## config.mk

```make
export PLATFORM = sky130hd
export DESIGN_NAME = axi_lite_xbar
export DESIGN_NICKNAME = d
export VERILOG_FILES = /design/src/xbar_pkg.sv /design/src/channel_arbiter.sv /design/src/write_router.sv /design/src/read_router.sv /design/src/axi_lite_xbar.sv
export SDC_FILE = /design/constraint.sdc
export NUM_CORES = 1
export LEC_CHECK = 0
export BUFFER_PORTS_ARGS = -buffer_cell sky130_fd_sc_hd__buf_4
export CORE_AREA = 4 4 288 290
export DETAILED_ROUTE_END_ITERATION = 10
export DIE_AREA = 0 0 292 294
export GPL_TIMING_DRIVEN = 0
export SYNTH_ARGS = -nofsm -noshare
export SYNTH_HDL_FRONTEND = slang
export SYNTH_SLANG_ARGS = --single-unit
```

## constraint.sdc

```tcl
create_clock -name CLK -period 3.3 [get_ports CLK]
set_input_delay 0.66 -clock CLK [delete_from_list [all_inputs] [get_ports CLK]]
set_output_delay 0.66 -clock CLK [all_outputs]
set_load 0.02 [all_outputs]
```

## src/xbar_pkg.sv

```systemverilog
// Fixed address map of three windows; the windows must not overlap and no access may fall outside them
package xbar_pkg;

	localparam int NUM_MASTERS = 2;
	localparam int NUM_SLAVES = 3;
	localparam int ADDR_W = 32;
	localparam int DATA_W = 32;
	localparam int PROT_W = 3;
	localparam int STRB_W = DATA_W / 8;
	localparam int MASTER_IDX_W = (NUM_MASTERS > 1) ? $clog2(NUM_MASTERS) : 1;
	localparam int SLAVE_IDX_W = (NUM_SLAVES > 1) ? $clog2(NUM_SLAVES) : 1;

	typedef logic [ADDR_W-1:0] addr_t;
	typedef logic [DATA_W-1:0] data_t;
	typedef logic [PROT_W-1:0] prot_t;
	typedef logic [STRB_W-1:0] strb_t;
	typedef logic [MASTER_IDX_W-1:0] master_idx_t;
	typedef logic [SLAVE_IDX_W-1:0] slave_idx_t;

	// Mask bits are the offset inside a window, base is the window start
	localparam addr_t SLAVE_MASK [NUM_SLAVES] = '{32'h0000_03FF, 32'h0000_001F, 32'h0000_0000};
	localparam addr_t SLAVE_BASE [NUM_SLAVES] = '{32'h0000_0000, 32'h0000_0400, 32'h0400_0000};

	typedef struct packed {
		logic  valid;
		addr_t addr;
		prot_t prot;
	} aw_req_t;

	typedef struct packed {
		logic  valid;
		data_t data;
		strb_t strb;
	} w_req_t;

	typedef struct packed {
		logic  valid;
		addr_t addr;
		prot_t prot;
	} ar_req_t;

	typedef struct packed {
		logic  valid;
		data_t data;
	} r_rsp_t;

	typedef enum logic {
		ARB_IDLE,
		ARB_BUSY
	} arb_state_e;

	// One bit per window that the address falls in
	function automatic logic [NUM_SLAVES-1:0] slave_hits(input addr_t addr);
		logic [NUM_SLAVES-1:0] hits;
		for (int s = 0; s < NUM_SLAVES; s++) begin
			hits[s] = ((addr & ~SLAVE_MASK[s]) == SLAVE_BASE[s]);
		end
		return hits;
	endfunction

	// Lowest matching window wins
	function automatic slave_idx_t decode_slave(input addr_t addr);
		logic [NUM_SLAVES-1:0] hits;
		slave_idx_t idx;
		hits = slave_hits(addr);
		idx = '0;
		for (int s = NUM_SLAVES - 1; s >= 0; s--) begin
			if (hits[s]) begin
				idx = slave_idx_t'(s);
			end
		end
		return idx;
	endfunction

endpackage

```

## src/channel_arbiter.sv

```systemverilog
// One grant at a time per channel; a master that keeps requesting can win again, there is no fairness limit
module channel_arbiter
	import xbar_pkg::*;
(
	input  logic                   CLK,
	input  logic                   RST,
	input  logic [NUM_MASTERS-1:0] req_i,
	input  logic                   done_i,
	output master_idx_t            grant_idx_o,
	output logic                   busy_o,
	output logic                   start_o
);

	arb_state_e  state_q;
	master_idx_t ptr_q; // Round-robin pointer

	// Grant starts on the idle cycle the pointed-to master asks
	assign start_o = (state_q == ARB_IDLE) && req_i[ptr_q];
	assign busy_o = (state_q == ARB_BUSY);
	assign grant_idx_o = ptr_q; // Frozen while busy, so it names the owner

	always_ff @(posedge CLK) begin
		if (!RST) begin
			state_q <= ARB_IDLE;
			ptr_q <= '0;
		end else begin
			case (state_q)
				ARB_IDLE: begin
					if (start_o) begin
						state_q <= ARB_BUSY;
					end else if (ptr_q == master_idx_t'(NUM_MASTERS - 1)) begin
						ptr_q <= '0; // Wrap
					end else begin
						ptr_q <= ptr_q + 1'b1;
					end
				end
				ARB_BUSY: begin
					if (done_i) begin
						state_q <= ARB_IDLE; // Response handshake seen
					end
				end
				default: begin
					state_q <= ARB_IDLE;
				end
			endcase
		end
	end

	// Router may only complete a transaction that this arbiter granted
	assert property (@(posedge CLK) disable iff (!RST)
		(state_q == ARB_IDLE) |-> !done_i)
		else $error("done seen while arbiter idle");

endmodule

```

## src/write_router.sv

```systemverilog
// Steers one write at a time; AW must stay valid until accepted, W may come with it or later
module write_router
	import xbar_pkg::*;
(
	input  logic                       CLK,
	input  logic                       RST,
	input  master_idx_t                grant_idx_i,
	input  logic                       busy_i,
	input  logic                       start_i,
	input  aw_req_t [NUM_MASTERS-1:0]  m_aw_i,
	input  w_req_t  [NUM_MASTERS-1:0]  m_w_i,
	input  logic    [NUM_MASTERS-1:0]  m_bready_i,
	output logic    [NUM_MASTERS-1:0]  m_awready_o,
	output logic    [NUM_MASTERS-1:0]  m_wready_o,
	output logic    [NUM_MASTERS-1:0]  m_bvalid_o,
	output aw_req_t [NUM_SLAVES-1:0]   s_aw_o,
	output w_req_t  [NUM_SLAVES-1:0]   s_w_o,
	output logic    [NUM_SLAVES-1:0]   s_bready_o,
	input  logic    [NUM_SLAVES-1:0]   s_awready_i,
	input  logic    [NUM_SLAVES-1:0]   s_wready_i,
	input  logic    [NUM_SLAVES-1:0]   s_bvalid_i,
	output logic                       done_o
);

	addr_t                  awaddr_q;  // Captured at grant
	slave_idx_t             slave_sel;
	logic [NUM_SLAVES-1:0]  s_en;      // One-hot, zero while idle
	logic [NUM_MASTERS-1:0] m_en;
	logic [NUM_SLAVES-1:0]  s_awvalid;
	aw_req_t                aw_req;    // Granted master's channels
	w_req_t                 w_req;
	logic                   bready;

	always_ff @(posedge CLK) begin
		if (start_i) begin
			awaddr_q <= m_aw_i[grant_idx_i].addr;
		end
	end

	assign slave_sel = decode_slave(awaddr_q);
	assign s_en = busy_i ? (NUM_SLAVES'(1) << slave_sel) : '0;
	assign m_en = busy_i ? (NUM_MASTERS'(1) << grant_idx_i) : '0;

	assign aw_req = m_aw_i[grant_idx_i];
	assign w_req = m_w_i[grant_idx_i];
	assign bready = m_bready_i[grant_idx_i];
	assign s_awvalid = s_en & {NUM_SLAVES{aw_req.valid}};

	// Payload is broadcast, only handshakes are steered
	always_comb begin
		for (int s = 0; s < NUM_SLAVES; s++) begin
			s_aw_o[s].valid = s_awvalid[s];
			s_aw_o[s].addr = aw_req.addr;
			s_aw_o[s].prot = aw_req.prot;
			s_w_o[s].valid = s_en[s] & w_req.valid;
			s_w_o[s].data = w_req.data;
			s_w_o[s].strb = w_req.strb;
			s_bready_o[s] = s_en[s] & bready;
		end
	end

	// Slave replies go back to the owner only
	always_comb begin
		for (int m = 0; m < NUM_MASTERS; m++) begin
			m_awready_o[m] = m_en[m] & s_awready_i[slave_sel];
			m_wready_o[m] = m_en[m] & s_wready_i[slave_sel];
			m_bvalid_o[m] = m_en[m] & s_bvalid_i[slave_sel];
		end
	end

	assign done_o = busy_i & s_bvalid_i[slave_sel] & bready; // B handshake ends the grant

	// Address held by the master at grant must land in exactly one window
	assert property (@(posedge CLK) disable iff (!RST)
		start_i |=> $onehot(slave_hits(awaddr_q)))
		else $error("write address %h outside the map or in overlapping windows", awaddr_q);

endmodule

```

## src/read_router.sv

```systemverilog
// Steers one read at a time; AR must stay valid until accepted, R data reaches only the owner
module read_router
	import xbar_pkg::*;
(
	input  logic                       CLK,
	input  logic                       RST,
	input  master_idx_t                grant_idx_i,
	input  logic                       busy_i,
	input  logic                       start_i,
	input  ar_req_t [NUM_MASTERS-1:0]  m_ar_i,
	input  logic    [NUM_MASTERS-1:0]  m_rready_i,
	output logic    [NUM_MASTERS-1:0]  m_arready_o,
	output r_rsp_t  [NUM_MASTERS-1:0]  m_r_o,
	output ar_req_t [NUM_SLAVES-1:0]   s_ar_o,
	output logic    [NUM_SLAVES-1:0]   s_rready_o,
	input  logic    [NUM_SLAVES-1:0]   s_arready_i,
	input  r_rsp_t  [NUM_SLAVES-1:0]   s_r_i,
	output logic                       done_o
);

	addr_t                  araddr_q;  // Captured at grant
	slave_idx_t             slave_sel;
	logic [NUM_SLAVES-1:0]  s_en;
	logic [NUM_MASTERS-1:0] m_en;
	ar_req_t                ar_req;
	r_rsp_t                 r_rsp;     // Decoded slave's response
	logic                   rready;

	always_ff @(posedge CLK) begin
		if (start_i) begin
			araddr_q <= m_ar_i[grant_idx_i].addr;
		end
	end

	assign slave_sel = decode_slave(araddr_q);
	assign s_en = busy_i ? (NUM_SLAVES'(1) << slave_sel) : '0;
	assign m_en = busy_i ? (NUM_MASTERS'(1) << grant_idx_i) : '0;

	assign ar_req = m_ar_i[grant_idx_i];
	assign r_rsp = s_r_i[slave_sel];
	assign rready = m_rready_i[grant_idx_i];

	always_comb begin
		for (int s = 0; s < NUM_SLAVES; s++) begin
			s_ar_o[s].valid = s_en[s] & ar_req.valid;
			s_ar_o[s].addr = ar_req.addr; // Broadcast
			s_ar_o[s].prot = ar_req.prot;
			s_rready_o[s] = s_en[s] & rready;
		end
	end

	// Other masters read zero data
	always_comb begin
		for (int m = 0; m < NUM_MASTERS; m++) begin
			m_arready_o[m] = m_en[m] & s_arready_i[slave_sel];
			m_r_o[m].valid = m_en[m] & r_rsp.valid;
			m_r_o[m].data = m_en[m] ? r_rsp.data : '0;
		end
	end

	assign done_o = busy_i & r_rsp.valid & rready;

	// No error response exists, so a stray address must never be granted
	assert property (@(posedge CLK) disable iff (!RST)
		start_i |=> $onehot(slave_hits(araddr_q)))
		else $error("read address %h outside the map or in overlapping windows", araddr_q);

endmodule

```

## src/axi_lite_xbar.sv

```systemverilog
// AXI4-lite 2x3 crossbar, one write and one read in flight at a time; unmapped addresses get no response
module axi_lite_xbar
	import xbar_pkg::*;
(
	input  logic                       CLK,
	input  logic                       RST,

	// Master side
	input  aw_req_t [NUM_MASTERS-1:0]  m_aw_i,
	input  w_req_t  [NUM_MASTERS-1:0]  m_w_i,
	input  ar_req_t [NUM_MASTERS-1:0]  m_ar_i,
	input  logic    [NUM_MASTERS-1:0]  m_bready_i,
	input  logic    [NUM_MASTERS-1:0]  m_rready_i,
	output logic    [NUM_MASTERS-1:0]  m_awready_o,
	output logic    [NUM_MASTERS-1:0]  m_wready_o,
	output logic    [NUM_MASTERS-1:0]  m_bvalid_o,
	output logic    [NUM_MASTERS-1:0]  m_arready_o,
	output r_rsp_t  [NUM_MASTERS-1:0]  m_r_o,

	// Slave side
	output aw_req_t [NUM_SLAVES-1:0]   s_aw_o,
	output w_req_t  [NUM_SLAVES-1:0]   s_w_o,
	output ar_req_t [NUM_SLAVES-1:0]   s_ar_o,
	output logic    [NUM_SLAVES-1:0]   s_bready_o,
	output logic    [NUM_SLAVES-1:0]   s_rready_o,
	input  logic    [NUM_SLAVES-1:0]   s_awready_i,
	input  logic    [NUM_SLAVES-1:0]   s_wready_i,
	input  logic    [NUM_SLAVES-1:0]   s_bvalid_i,
	input  logic    [NUM_SLAVES-1:0]   s_arready_i,
	input  r_rsp_t  [NUM_SLAVES-1:0]   s_r_i
);

	logic [NUM_MASTERS-1:0] aw_req_vec; // awvalid alone requests a write
	logic [NUM_MASTERS-1:0] ar_req_vec;
	master_idx_t            w_grant;
	master_idx_t            r_grant;
	logic                   w_busy;
	logic                   w_start;
	logic                   w_done;
	logic                   r_busy;
	logic                   r_start;
	logic                   r_done;

	for (genvar m = 0; m < NUM_MASTERS; m++) begin : g_req
		assign aw_req_vec[m] = m_aw_i[m].valid;
		assign ar_req_vec[m] = m_ar_i[m].valid;
	end

	channel_arbiter u_warb (
		.CLK         (CLK),
		.RST         (RST),
		.req_i       (aw_req_vec),
		.done_i      (w_done),
		.grant_idx_o (w_grant),
		.busy_o      (w_busy),
		.start_o     (w_start)
	);

	channel_arbiter u_rarb (
		.CLK         (CLK),
		.RST         (RST),
		.req_i       (ar_req_vec),
		.done_i      (r_done),
		.grant_idx_o (r_grant),
		.busy_o      (r_busy),
		.start_o     (r_start)
	);

	write_router u_wrtr (
		.CLK         (CLK),
		.RST         (RST),
		.grant_idx_i (w_grant),
		.busy_i      (w_busy),
		.start_i     (w_start),
		.m_aw_i      (m_aw_i),
		.m_w_i       (m_w_i),
		.m_bready_i  (m_bready_i),
		.m_awready_o (m_awready_o),
		.m_wready_o  (m_wready_o),
		.m_bvalid_o  (m_bvalid_o),
		.s_aw_o      (s_aw_o),
		.s_w_o       (s_w_o),
		.s_bready_o  (s_bready_o),
		.s_awready_i (s_awready_i),
		.s_wready_i  (s_wready_i),
		.s_bvalid_i  (s_bvalid_i),
		.done_o      (w_done)
	);

	read_router u_rrtr (
		.CLK         (CLK),
		.RST         (RST),
		.grant_idx_i (r_grant),
		.busy_i      (r_busy),
		.start_i     (r_start),
		.m_ar_i      (m_ar_i),
		.m_rready_i  (m_rready_i),
		.m_arready_o (m_arready_o),
		.m_r_o       (m_r_o),
		.s_ar_o      (s_ar_o),
		.s_rready_o  (s_rready_o),
		.s_arready_i (s_arready_i),
		.s_r_i       (s_r_i),
		.done_o      (r_done)
	);

endmodule

```

==> impl_metrics.py, run 1 <==
metrics = {
    "sta": {
        "setup_ws_ns": 0.0778,
        "timing.hold.ws_ns": 0.499,
        "slew_viol_final": 0,
        "fmax_ghz": 0.310,
        "setup_violations": 0,
        "post-route-period-util_pct": 97.6,
        "rsz0062_at_grt": "yes",
        "min_period_ns": 3.22,
        "hold_viol": 0,
        "tightest_slew_ns": 0.946,
        "max_slew_margin_pct": 36.8,
        "fin_worst_skew_ns": 0.0180,
    },
    "floorplan": {
        "start_util_pct": 8.64,
        "die-area_mm2": 0.0858,
        "num_rows": 104,
        "io_pins": 742,
        "die_y_um": 294,
        "die_w_um": 292,
        "core_area_mm2": 0.0803,
    },
    "placement": {
        "io_buffers": 741,
        "routabilityCongestion": 0.841,
        "place_ws_ns": -0.587,
        "dpl.cell_count": 2573,
        "dpl.hpwl_um": 38100,
    },
    "yosys": {
        "synth.most_common_cell": "buf_4",
        "async_flop_share_pct": 0,
        "post-synth-top-area-cell": "edfxtp_1",
        "syn_nets": 1106,
        "syn_area_per_cell_um2": 9.00,
        "synth_ff_type": "edfxtp_1",
        "ys_warn_count": 0,
        "ys_types": 38,
        "synth_top_cell_area_share_pct": 27.7,
        "synthCells": 771,
        "ys_ff_latch": 68,
        "synth-edff-count": 64,
        "synth_seq_area_share_pct": 28.9,
        "synth_area_leaders": "edfxtp_1, buf_4, mux2_2, a21oi_1, o32ai_1",
        "syn_area_mm2": 0.00694,
        "synthTopCellsByCount": "buf_4, mux2_2, a21oi_1",
    },
    "power_and_ir_drop": {
        "leakage_nw": 6.81,
        "internal-power_w": 0.00309,
        "pwr_density_cell_mw_per_mm2": 334,
        "p_total_w": 0.00496,
        "clkPwrFrac_pct": 24.1,
        "p_switching_w": 0.00186,
        "p_sw_share_pct": 37.6,
        "ir_worst_vdd_uv": 159,
        "comb_power_share_pct": 53.6,
        "seq_power_share_pct": 22.3,
    },
    "worst_setup_path": {
        "crit_path_end_kind": "primary output",
        "max_stage_delay_ns": 0.54,
        "path_cells": "or4_4, buf_8, o21a_1, buf_6, buf_4, o31ai_2, a21oi_1, buf_4",
        "required_ns": 2.64,
        "critPathLaunchType": "flop",
        "critPathSlowestCell": "or4_4",
        "critPathArrivalTime_ns": 2.56,
        "crit_top_cell": "buf_4",
        "critPathMaxFanout": 10,
        "path_class": "flop to primary output",
    },
    "layout": {
        "area_growth_pct": 114,
        "nNetsFinal": 1859,
        "multiInputGateArea_mm2": 0.00344,
        "area.sequential_mm2": 0.00200,
        "instances_no_fill": 2590,
        "fin_util_pct": 18.5,
        "layout-drive-gt1-share_pct": 77.3,
        "nFillCells": 8996,
    },
    "route": {
        "drt_pass1_iterations": 4,
        "via_per_inst": 3.34,
        "drc": 0,
        "wl_per_cell_um": 17.2,
        "vias": 8651,
        "drtIter0Drc": 327,
        "routed_wl_um": 44500,
        "ant_nets": 0,
    },
    "global_routing": {
        "grt_antenna_before_repair": 2,
        "grt_pass1_vias": 8856,
        "overflow": 0,
        "grt_max_degree": 33,
        "grt_pass1_wl_um": 59500,
        "grt.total_usage_pct": 9.47,
    },
    "clock_network": {
        "cts_tree": "yes",
        "cts-root-buf": "clkbuf_16",
        "numCtsBuffers": 9,
        "clockBufferDepth": 2,
        "clock_sinks": 68,
        "htree_levels": 3,
        "cts_hold_buf": 0,
        "path_clk_slew_ns": 0.08,
        "clk_latency_ns": 0.37,
    },
    "outcome": {
        "status": "finished, final reports clean",
    },
    "hold_path": {
        "min-delay-path-class": "input pin to flop",
    },
    "flow_run": {
        "drv_cap": 0,
    },
}
-- layout make-up --
class,instances,area share (%)
sequential,68,13.5
timing repair buffer,748,37.9
buffer,259,12.5
clock buffer,9,1.52
inverter,65,1.64
antenna,1,0.0169
clock inverter,7,0.776
multi-input combinational,373,23.2
tap,1060,8.94
-- per-layer routing --
metal	vias to the layer above	GRT usage (%)	wire length, µm
li1	4074	-	-
met1	4053	11.1	17600
met2	481	16.3	22100
met3	41	3.02	3680
met4	2	3.37	1120
met5	-	0	13
-- logic make-up (layout without fill, tap and decap cells) --
logic type / Yosys count / in the layout / synth area share, %
compound gates: 155 / 155 / 15.1
mux: 111 / 111 / 18.0
simple gates: 107 / 107 / 8.50
other cells: 0 / 1 / 0
buf+inv: 330 / 1088 / 29.5
flops: 68 / 68 / 28.9
-- power by group through the flow --
stage | logic (W) | clock network [W] | registers [W]
after floorplan | 0.00137 | 0 | 0.00109
after global placement | 0.00259 | 0 | 0.00111
after detailed placement | 0.00261 | 0 | 0.00111
after CTS | 0.00265 | 0.00127 | 0.00110
after global routing | 0.00280 | 0.00129 | 0.00111
final | 0.00266 | 0.00119 | 0.00110
-- critical path: cells and delay by family (launching register included) --
kind / cells / cell delay [ns]
flip-flops: 1 / 0.36
buffers and inverters: 4 / 0.70
AO/OA/AOI/OAI: 3 / 0.59
AND/OR/NAND/NOR: 1 / 0.54
-- flip-flops by register name (all words and copies together) (netlist names) --
| signal | cells |
|---|---|
| u_rrtr.araddr_q | 32 |
| u_wrtr.awaddr_q | 32 |
| u_rarb.busy_o | 1 |
| u_rarb.grant_idx_o | 1 |
| u_warb.busy_o | 1 |
| u_warb.grant_idx_o | 1 |
-- final timing paths --
check | from | end | slack, ns | cells after the start
setup reg to reg | u_wrtr.awaddr_q[11] | u_warb.busy_o | 1.18 | 6
hold reg to reg | u_rarb.grant_idx_o | u_rarb.grant_idx_o | 0.75 | 2
setup / recovery | u_rrtr.araddr_q[0] | m_r_o[52] | 0.08 | 8
hold / removal | s_r_i[32] | u_rarb.busy_o | 0.50 | 2
-- through the flow --
stage | setup TNS [ns] | instance area, µm²
3_5_place_dp | -21.06 | 13900
6_report | 0 | 14800
2_1_floorplan | 0 | 6940
3_3_place_gp | -56.23 | 13800
4_1_cts | -0.0225 | 14600
5_1_grt | -0.108 | 14800
-- layout by cell type (no fill, tap or decap), drive strengths merged, types with 4 or more instances in the layout --
| cell type | instances |
|---|---|
| edfxtp | 64 |
| a21oi | 67 |
| nand3 | 37 |
| dfxtp | 4 |
| nor4 | 15 |
| a311oi | 5 |
| o31ai | 33 |
| clkinv | 4 |
| mux2 | 111 |
| clkbuf | 41 |
| inv | 65 |
| nor2 | 13 |
| nand4 | 4 |
| o32ai | 34 |
| or3 | 5 |
| nand2b | 4 |
| buf | 975 |
| nor2b | 4 |
| nor3 | 5 |
| nand2 | 9 |
| o21ai | 5 |
-- timing repair --
item                                    in CTS  in global routing
resized for setup                           80                 64
buffers inserted                             5                  1
pin swaps                                    4                  5
endpoints found under the setup margin     295                 70
Note: power is estimated with default switching activity, not from simulation.
==> inputs of run 2 (changes only) <==
--- a/config.mk
+++ b/config.mk
@@ -10,6 +10,7 @@
 export DETAILED_ROUTE_END_ITERATION = 10
 export DIE_AREA = 0 0 292 294
 export GPL_TIMING_DRIVEN = 0
+export PLACE_DENSITY = 0.3
 export SYNTH_ARGS = -nofsm -noshare
 export SYNTH_HDL_FRONTEND = slang
 export SYNTH_SLANG_ARGS = --single-unit
==> run 2 against run 1 <==
Compared with the run above:
- power shrank 2.3%
- clock power decreased by 12%
- cell area up 0.42%
- combinational power about the same
- global-route usage up 0.92 points
- cell count is essentially flat
- first-iteration DRC count fell by 7.3%
- fmax grew 1.1%
- via count down 1.7%
- largest cell class unchanged
- largest power group unchanged
==> impl_metrics.py, run 2 (synthesized netlist as in run 1, its figures left out) <==
metrics = {
    "route": {
        "routed_wl_um": 48300,
        "drc": 0,
        "drt_pass1_iterations": 5,
        "via_per_inst": 3.28,
        "vias": 8500,
        "ant_nets": 0,
        "wl_per_cell_um": 18.7,
        "drtIter0Drc": 303,
    },
    "power_and_ir_drop": {
        "p_total_w": 0.00484,
        "leakage_nw": 6.83,
        "pwr_density_cell_mw_per_mm2": 325,
        "ir_worst_vdd_uv": 206,
    },
    "placement": {
        "dpl.cell_count": 2574,
        "io_buffers": 741,
        "routabilityCongestion": 0.836,
        "dpl.hpwl_um": 41900,
    },
    "worst_setup_path": {
        "critPathArrivalTime_ns": 2.53,
        "crit_cells": 7,
        "cp_top_family": "simple AND/OR/NAND/NOR gates",
        "max_stage_delay_ns": 0.54,
        "critPathMaxFanout": 10,
        "reg2reg_depth": 6,
        "cp_num_buf_inv": 3,
        "crit_path_end_kind": "primary output",
        "required_ns": 2.64,
        "path_cells": "or4_4, buf_6, buf_2, o32ai_1, nand3_1, a21oi_1, buf_4",
        "critPathSlowestCell": "or4_4",
        "path_class": "flop to primary output",
        "critPathLaunchType": "flop",
    },
    "sta": {
        "tightest_slew_ns": 0.788,
        "min_period_ns": 3.19,
        "hold_viol": 0,
        "fmax_ghz": 0.314,
        "fin_worst_skew_ns": 0.0138,
        "post-route-period-util_pct": 96.6,
        "setup_violations": 0,
        "timing.hold.ws_ns": 0.507,
        "slew_viol_final": 0,
        "max_slew_margin_pct": 47.5,
    },
    "global_routing": {
        "grt_antenna_before_repair": 4,
        "grt.total_usage_pct": 10.4,
        "grt_pass1_vias": 9139,
        "overflow": 0,
        "grt_pass1_wl_um": 65400,
        "grt_max_degree": 33,
    },
    "clock_network": {
        "cts_hold_buf": 0,
        "clockBufferDepth": 2,
        "cts_tree": "yes",
        "cts-root-buf": "clkbuf_16",
        "clk_latency_ns": 0.36,
        "clock_sinks": 68,
        "path_clk_slew_ns": 0.07,
        "numCtsBuffers": 9,
        "htree_levels": 3,
    },
    "layout": {
        "nFillCells": 9027,
        "layout-drive-gt1-share_pct": 77.8,
        "area_growth_pct": 115,
        "instances_no_fill": 2592,
        "layout_commonest_cell": "buf_4",
        "reg.largest.list": "u_rrtr.araddr_q x32, u_wrtr.awaddr_q x32",
        "nNetsFinal": 1861,
        "final_cell_mix": "buf_4, mux2_2, inv_1, a21oi_1, edfxtp_1",
    },
    "floorplan": {
        "io_pins": 742,
        "die-area_mm2": 0.0858,
        "die_w_um": 292,
        "die_y_um": 294,
        "num_rows": 104,
        "start_util_pct": 8.64,
        "core_area_mm2": 0.0803,
    },
    "flow_run": {
        "drv_cap": 0,
    },
    "hold_path": {
        "min-delay-path-class": "input pin to flop",
        "holdPathStages": 2,
    },
    "outcome": {
        "status": "finished, final reports clean",
    },
}
run 2: layer usage:
metal | part of all wire [%] | track usage, %
met1 | 40 | 12.3
met2 | 53 | 18.8
met3 | 6.3 | 2.63
met4 | 1.5 | 2.40
met5 | 0.085 | 0
run 2: cell type report:
| type | count | area (µm²) | share of cell area [%] |
|---|---|---|---|
| inverters | 65 | 244 | 1.64 |
| plain buffers | 259 | 1860 | 12.5 |
| multi-input cells | 373 | 3500 | 23.5 |
| clock inverters | 7 | 91.3 | 0.613 |
| diodes | 1 | 2.50 | 0.0168 |
| well taps | 1060 | 1330 | 8.90 |
| clock buffers | 9 | 225 | 1.51 |
| flip-flops and latches | 68 | 2000 | 13.4 |
| repair buffers | 750 | 5660 | 38.0 |
run 2: worst reg2reg max path, stage by stage, from the launching register on:
cell,delay (ns)
edfxtp_1,0.37
or4_4,0.54
buf_6,0.17
o21a_1,0.19
buf_4,0.18
or3_1,0.31
a311oi_1,0.27
run 2: through the flow:
step	utilization (%)	setup WS [ns]	TNS [ns]	instance area (µm²)
detailed placement	17.3	-0.444	-25.92	13900
global route	18.6	-0.0455	-0.0632	14900
finish	18.6	0.112	0	14900
floorplan	-	0.580	0	6940
CTS	18.2	-0.00921	-0.0118	14600
global placement	17.2	-0.612	-51.97	13800
run 2: what timing repair did:
item                                    4_1_cts  5_1_grt
pin swaps                                     3        4
resized for setup                            79       71
endpoints found under the hold margin         0        0
buffers inserted                              5        2
endpoints found under the setup margin      303       72
run 2: final timing paths:
check,from,end,slack [ns]
min reg2reg,u_wrtr.awaddr_q[21],u_warb.busy_o,0.84
min,s_r_i[32],u_rarb.busy_o,0.51
max,u_rrtr.araddr_q[0],m_r_o[6],0.11
max reg2reg,u_rrtr.araddr_q[0],u_rarb.busy_o,1.18
run 2: power by group:
part           internal (W)  total (W)  switching, W
sequential          0.00106    0.00110     0.0000454
combinational       0.00131    0.00268       0.00138
clock              0.000657    0.00105      0.000397
==> inputs of run 3 (changes only) <==
--- a/config.mk
+++ b/config.mk
@@ -5,10 +5,12 @@
 export SDC_FILE = /design/constraint.sdc
 export NUM_CORES = 1
 export LEC_CHECK = 0
+export ABC_AREA = 1
 export BUFFER_PORTS_ARGS = -buffer_cell sky130_fd_sc_hd__buf_4
-export CORE_AREA = 4 4 288 290
+export CORE_AREA = 4 4 291 293
+export CTS_BUF_LIST = sky130_fd_sc_hd__clkbuf_16
 export DETAILED_ROUTE_END_ITERATION = 10
-export DIE_AREA = 0 0 292 294
+export DIE_AREA = 0 0 295 297
 export GPL_TIMING_DRIVEN = 0
 export PLACE_DENSITY = 0.3
 export SYNTH_ARGS = -nofsm -noshare
==> run 3 against run 2 <==
Compared with the run above:
- worst setup slack gained 0.053 ns
- sequential share of layout area grew 0.37 points
- die area grew 2.1%
- register-to-register slack gained 0.08 ns
- routed wire length grew 20%
- cell area shrank 2.7%
- critical endpoint is now s_ar_o[84]
- largest cell class unchanged
==> impl_metrics.py, run 3 <==
metrics = {
    "worst_setup_path": {
        "path_cells": "buf_4, clkdlybuf4s18_2, nand2_1, nand2_1, buf_4, buf_4",
        "critPathLaunchType": "flop",
        "critPathMaxFanout": 10,
        "cp_num_buf_inv": 4,
        "startpoint": "u_rarb.grant_idx_o",
        "path_class": "flop to primary output",
        "crit_path_end_kind": "primary output",
        "required_ns": 2.64,
        "max_stage_delay_ns": 0.55,
        "crit_top_cell": "buf_4",
        "r2r_start": "u_rarb.grant_idx_o",
        "critPathArrivalTime_ns": 2.48,
        "critPathSlowestCell": "clkdlybuf4s18_2",
        "cp_top_family": "buffers and inverters",
    },
    "yosys": {
        "syn_area_mm2": 0.00706,
        "synth-edff-count": 64,
        "post-synth-top-area-cell": "edfxtp_1",
        "synth_ff_type": "edfxtp_1",
        "async_flop_share_pct": 0,
        "synthCells": 1121,
        "synth_top_cell_area_share_pct": 27.2,
        "synth.most_common_cell": "nand2_1",
        "synth_area_leaders": "edfxtp_1, nand2_1, buf_4, nand3_1, a21oi_1",
        "ys_types": 23,
        "synth_seq_area_share_pct": 28.4,
        "syn_area_per_cell_um2": 6.29,
        "synthTopCellsByCount": "nand2_1, buf_4, nand3_1",
        "ys_warn_count": 0,
        "ys_ff_latch": 68,
        "syn_nets": 1456,
    },
    "global_routing": {
        "met1_usage_pct": 12.5,
        "grt.total_usage_pct": 12.5,
        "grt_max_degree": 31,
        "grt_pass1_vias": 10300,
        "top_usage_layer": "met2",
        "use_met3_pct": 4.11,
        "met2_usage_pct": 24.6,
        "grt_pass1_wl_um": 77800,
        "grt_antenna_before_repair": 8,
        "overflow": 0,
    },
    "route": {
        "wl_per_cell_um": 19.5,
        "ant_nets": 0,
        "drtIter0Drc": 305,
        "drc": 0,
        "via_per_inst": 3.32,
        "drt_pass1_iterations": 4,
        "routed_wl_um": 57800,
        "vias": 9839,
    },
    "sta": {
        "tightest_slew_ns": 0.820,
        "setup_violations": 0,
        "min_period_ns": 3.14,
        "rsz0062_at_grt": "no",
        "hold_viol": 0,
        "fin_worst_skew_ns": 0.0211,
        "setup_ws_ns": 0.165,
        "post-route-period-util_pct": 95.0,
        "max_slew_margin_pct": 45.3,
        "fmax_ghz": 0.319,
        "slew_viol_final": 0,
    },
    "clock_network": {
        "numCtsBuffers": 9,
        "cts_tree": "yes",
        "clk_latency_ns": 0.37,
        "clockBufferDepth": 2,
        "clock_sinks": 68,
        "path_clk_slew_ns": 0.08,
        "htree_levels": 3,
        "cts-root-buf": "clkbuf_16",
        "cts_hold_buf": 0,
    },
    "placement": {
        "place_ws_ns": -0.0307,
        "io_buffers": 741,
        "placedInstanceArea_mm2": 0.0140,
        "routabilityCongestion": 0.871,
        "dpl.cell_count": 2934,
        "dpl.hpwl_um": 51200,
    },
    "layout": {
        "final_cell_mix": "buf_4, nand2_1, nand3_1, nor2_1, edfxtp_1",
        "instances_no_fill": 2961,
        "layout-drive-gt1-share_pct": 55.2,
        "design_area_mm2": 0.0145,
        "area_growth_pct": 106,
        "reg.largest.list": "u_rrtr.araddr_q x32, u_wrtr.awaddr_q x32",
        "layout_commonest_cell": "buf_4",
        "nNetsFinal": 2214,
    },
    "outcome": {
        "status": "finished, final reports clean",
    },
    "floorplan": {
        "die_w_um": 295,
        "io_pins": 742,
        "start_util_pct": 8.62,
        "core_area_mm2": 0.0818,
        "die-area_mm2": 0.0876,
        "num_rows": 105,
        "die_y_um": 297,
    },
    "power_and_ir_drop": {
        "p_total_w": 0.00631,
        "leakage_nw": 7.65,
        "ir_worst_vdd_uv": 209,
        "pwr_density_cell_mw_per_mm2": 435,
    },
    "hold_path": {
        "min-delay-path-class": "flop to flop",
        "hold_start": "u_rarb.grant_idx_o",
    },
    "flow_run": {
        "drv_cap": 0,
    },
}
[run 3: cell count changes after synthesis, moves of 11 or more]
cell      change
o32ai_1      -34
nand2_1     +477
nor2_1       +62
buf_2        +11
inv_1        -21
clkbuf_1     -17
inv_2        +11
mux2_2      -111
nand3_1      +45
nor4_1       -15
o31ai_1      -33
[run 3: metrics by stage]
step | TNS [ns] | hold slack, ns | utilization, %
2_1_floorplan | 0 | 0.487 | -
3_3_place_gp | -45.49 | 0.531 | 17.1
3_5_place_dp | -0.109 | 0.524 | 17.1
4_1_cts | 0 | 0.540 | 17.6
5_1_grt | 0 | 0.574 | 17.7
6_report | 0 | 0.544 | 17.7
[run 3: cell type report]
cell class	instances	area [µm²]
multi-input cells	737	3130
flip-flops and latches	68	2000
fillers	9435	67300
repair buffers	747	5650
clock buffers	9	225
clock inverters	7	97.6
inverters	55	206
diodes	7	17.5
well taps	1070	1340
plain buffers	261	1840
[run 3: final timing paths]
path | endpoint | slack [ns] | cells after the start
hold reg to reg | u_rarb.grant_idx_o | 0.54 | 2
hold / removal | u_rarb.grant_idx_o | 0.54 | 2
setup reg to reg | u_rrtr.araddr_q[9] | 1.26 | 4
setup / recovery | s_ar_o[84] | 0.16 | 6
[run 3: worst reg2reg max path: stages, from the launching register on]
cell,delay [ns]
dfxtp_1,0.37
buf_4,0.32
clkdlybuf4s18_2,0.56
nand2_1,0.18
nand2_1,0.36
[run 3: kinds of logic (layout without fill, tap and decap cells)]
logic type / count (synthesis) / in the layout / share of synthesized area, %
AO/OA/AOI/OAI: 74 / 74 / 5.28
buffers and inverters: 316 / 1079 / 28.8
flip-flops: 68 / 68 / 28.4
multiplexers: 1 / 1 / 0.142
other: 0 / 7 / 0
AND/OR/NAND/NOR: 662 / 662 / 37.4
[run 3: power breakdown]
group / total [W] / internal (W) / switching [W]
sequential: 0.00118 / 0.00113 / 0.0000539
combinational: 0.00401 / 0.00174 / 0.00227
clock: 0.00112 / 0.000666 / 0.000450
total: 0.00631 / 0.00354 / 0.00277
[run 3: repair_timing]
action / CTS / global route
endpoints found under the setup margin: 106 / 26
endpoints found under the hold margin: 0 / 0
pin swaps: 1 / 2
gates cloned: 0 / 0
buffers inserted: 2 / 2
gates resized for setup: 27 / 9
[run 3: metal layers]
metal  vias to the layer above  part of all wire (%)
met5                         -                 0.035
met3                        43                   8.8
met2                       484                    54
met4                         2                   2.0
met1                      4466                    35
li1                       4844                     -
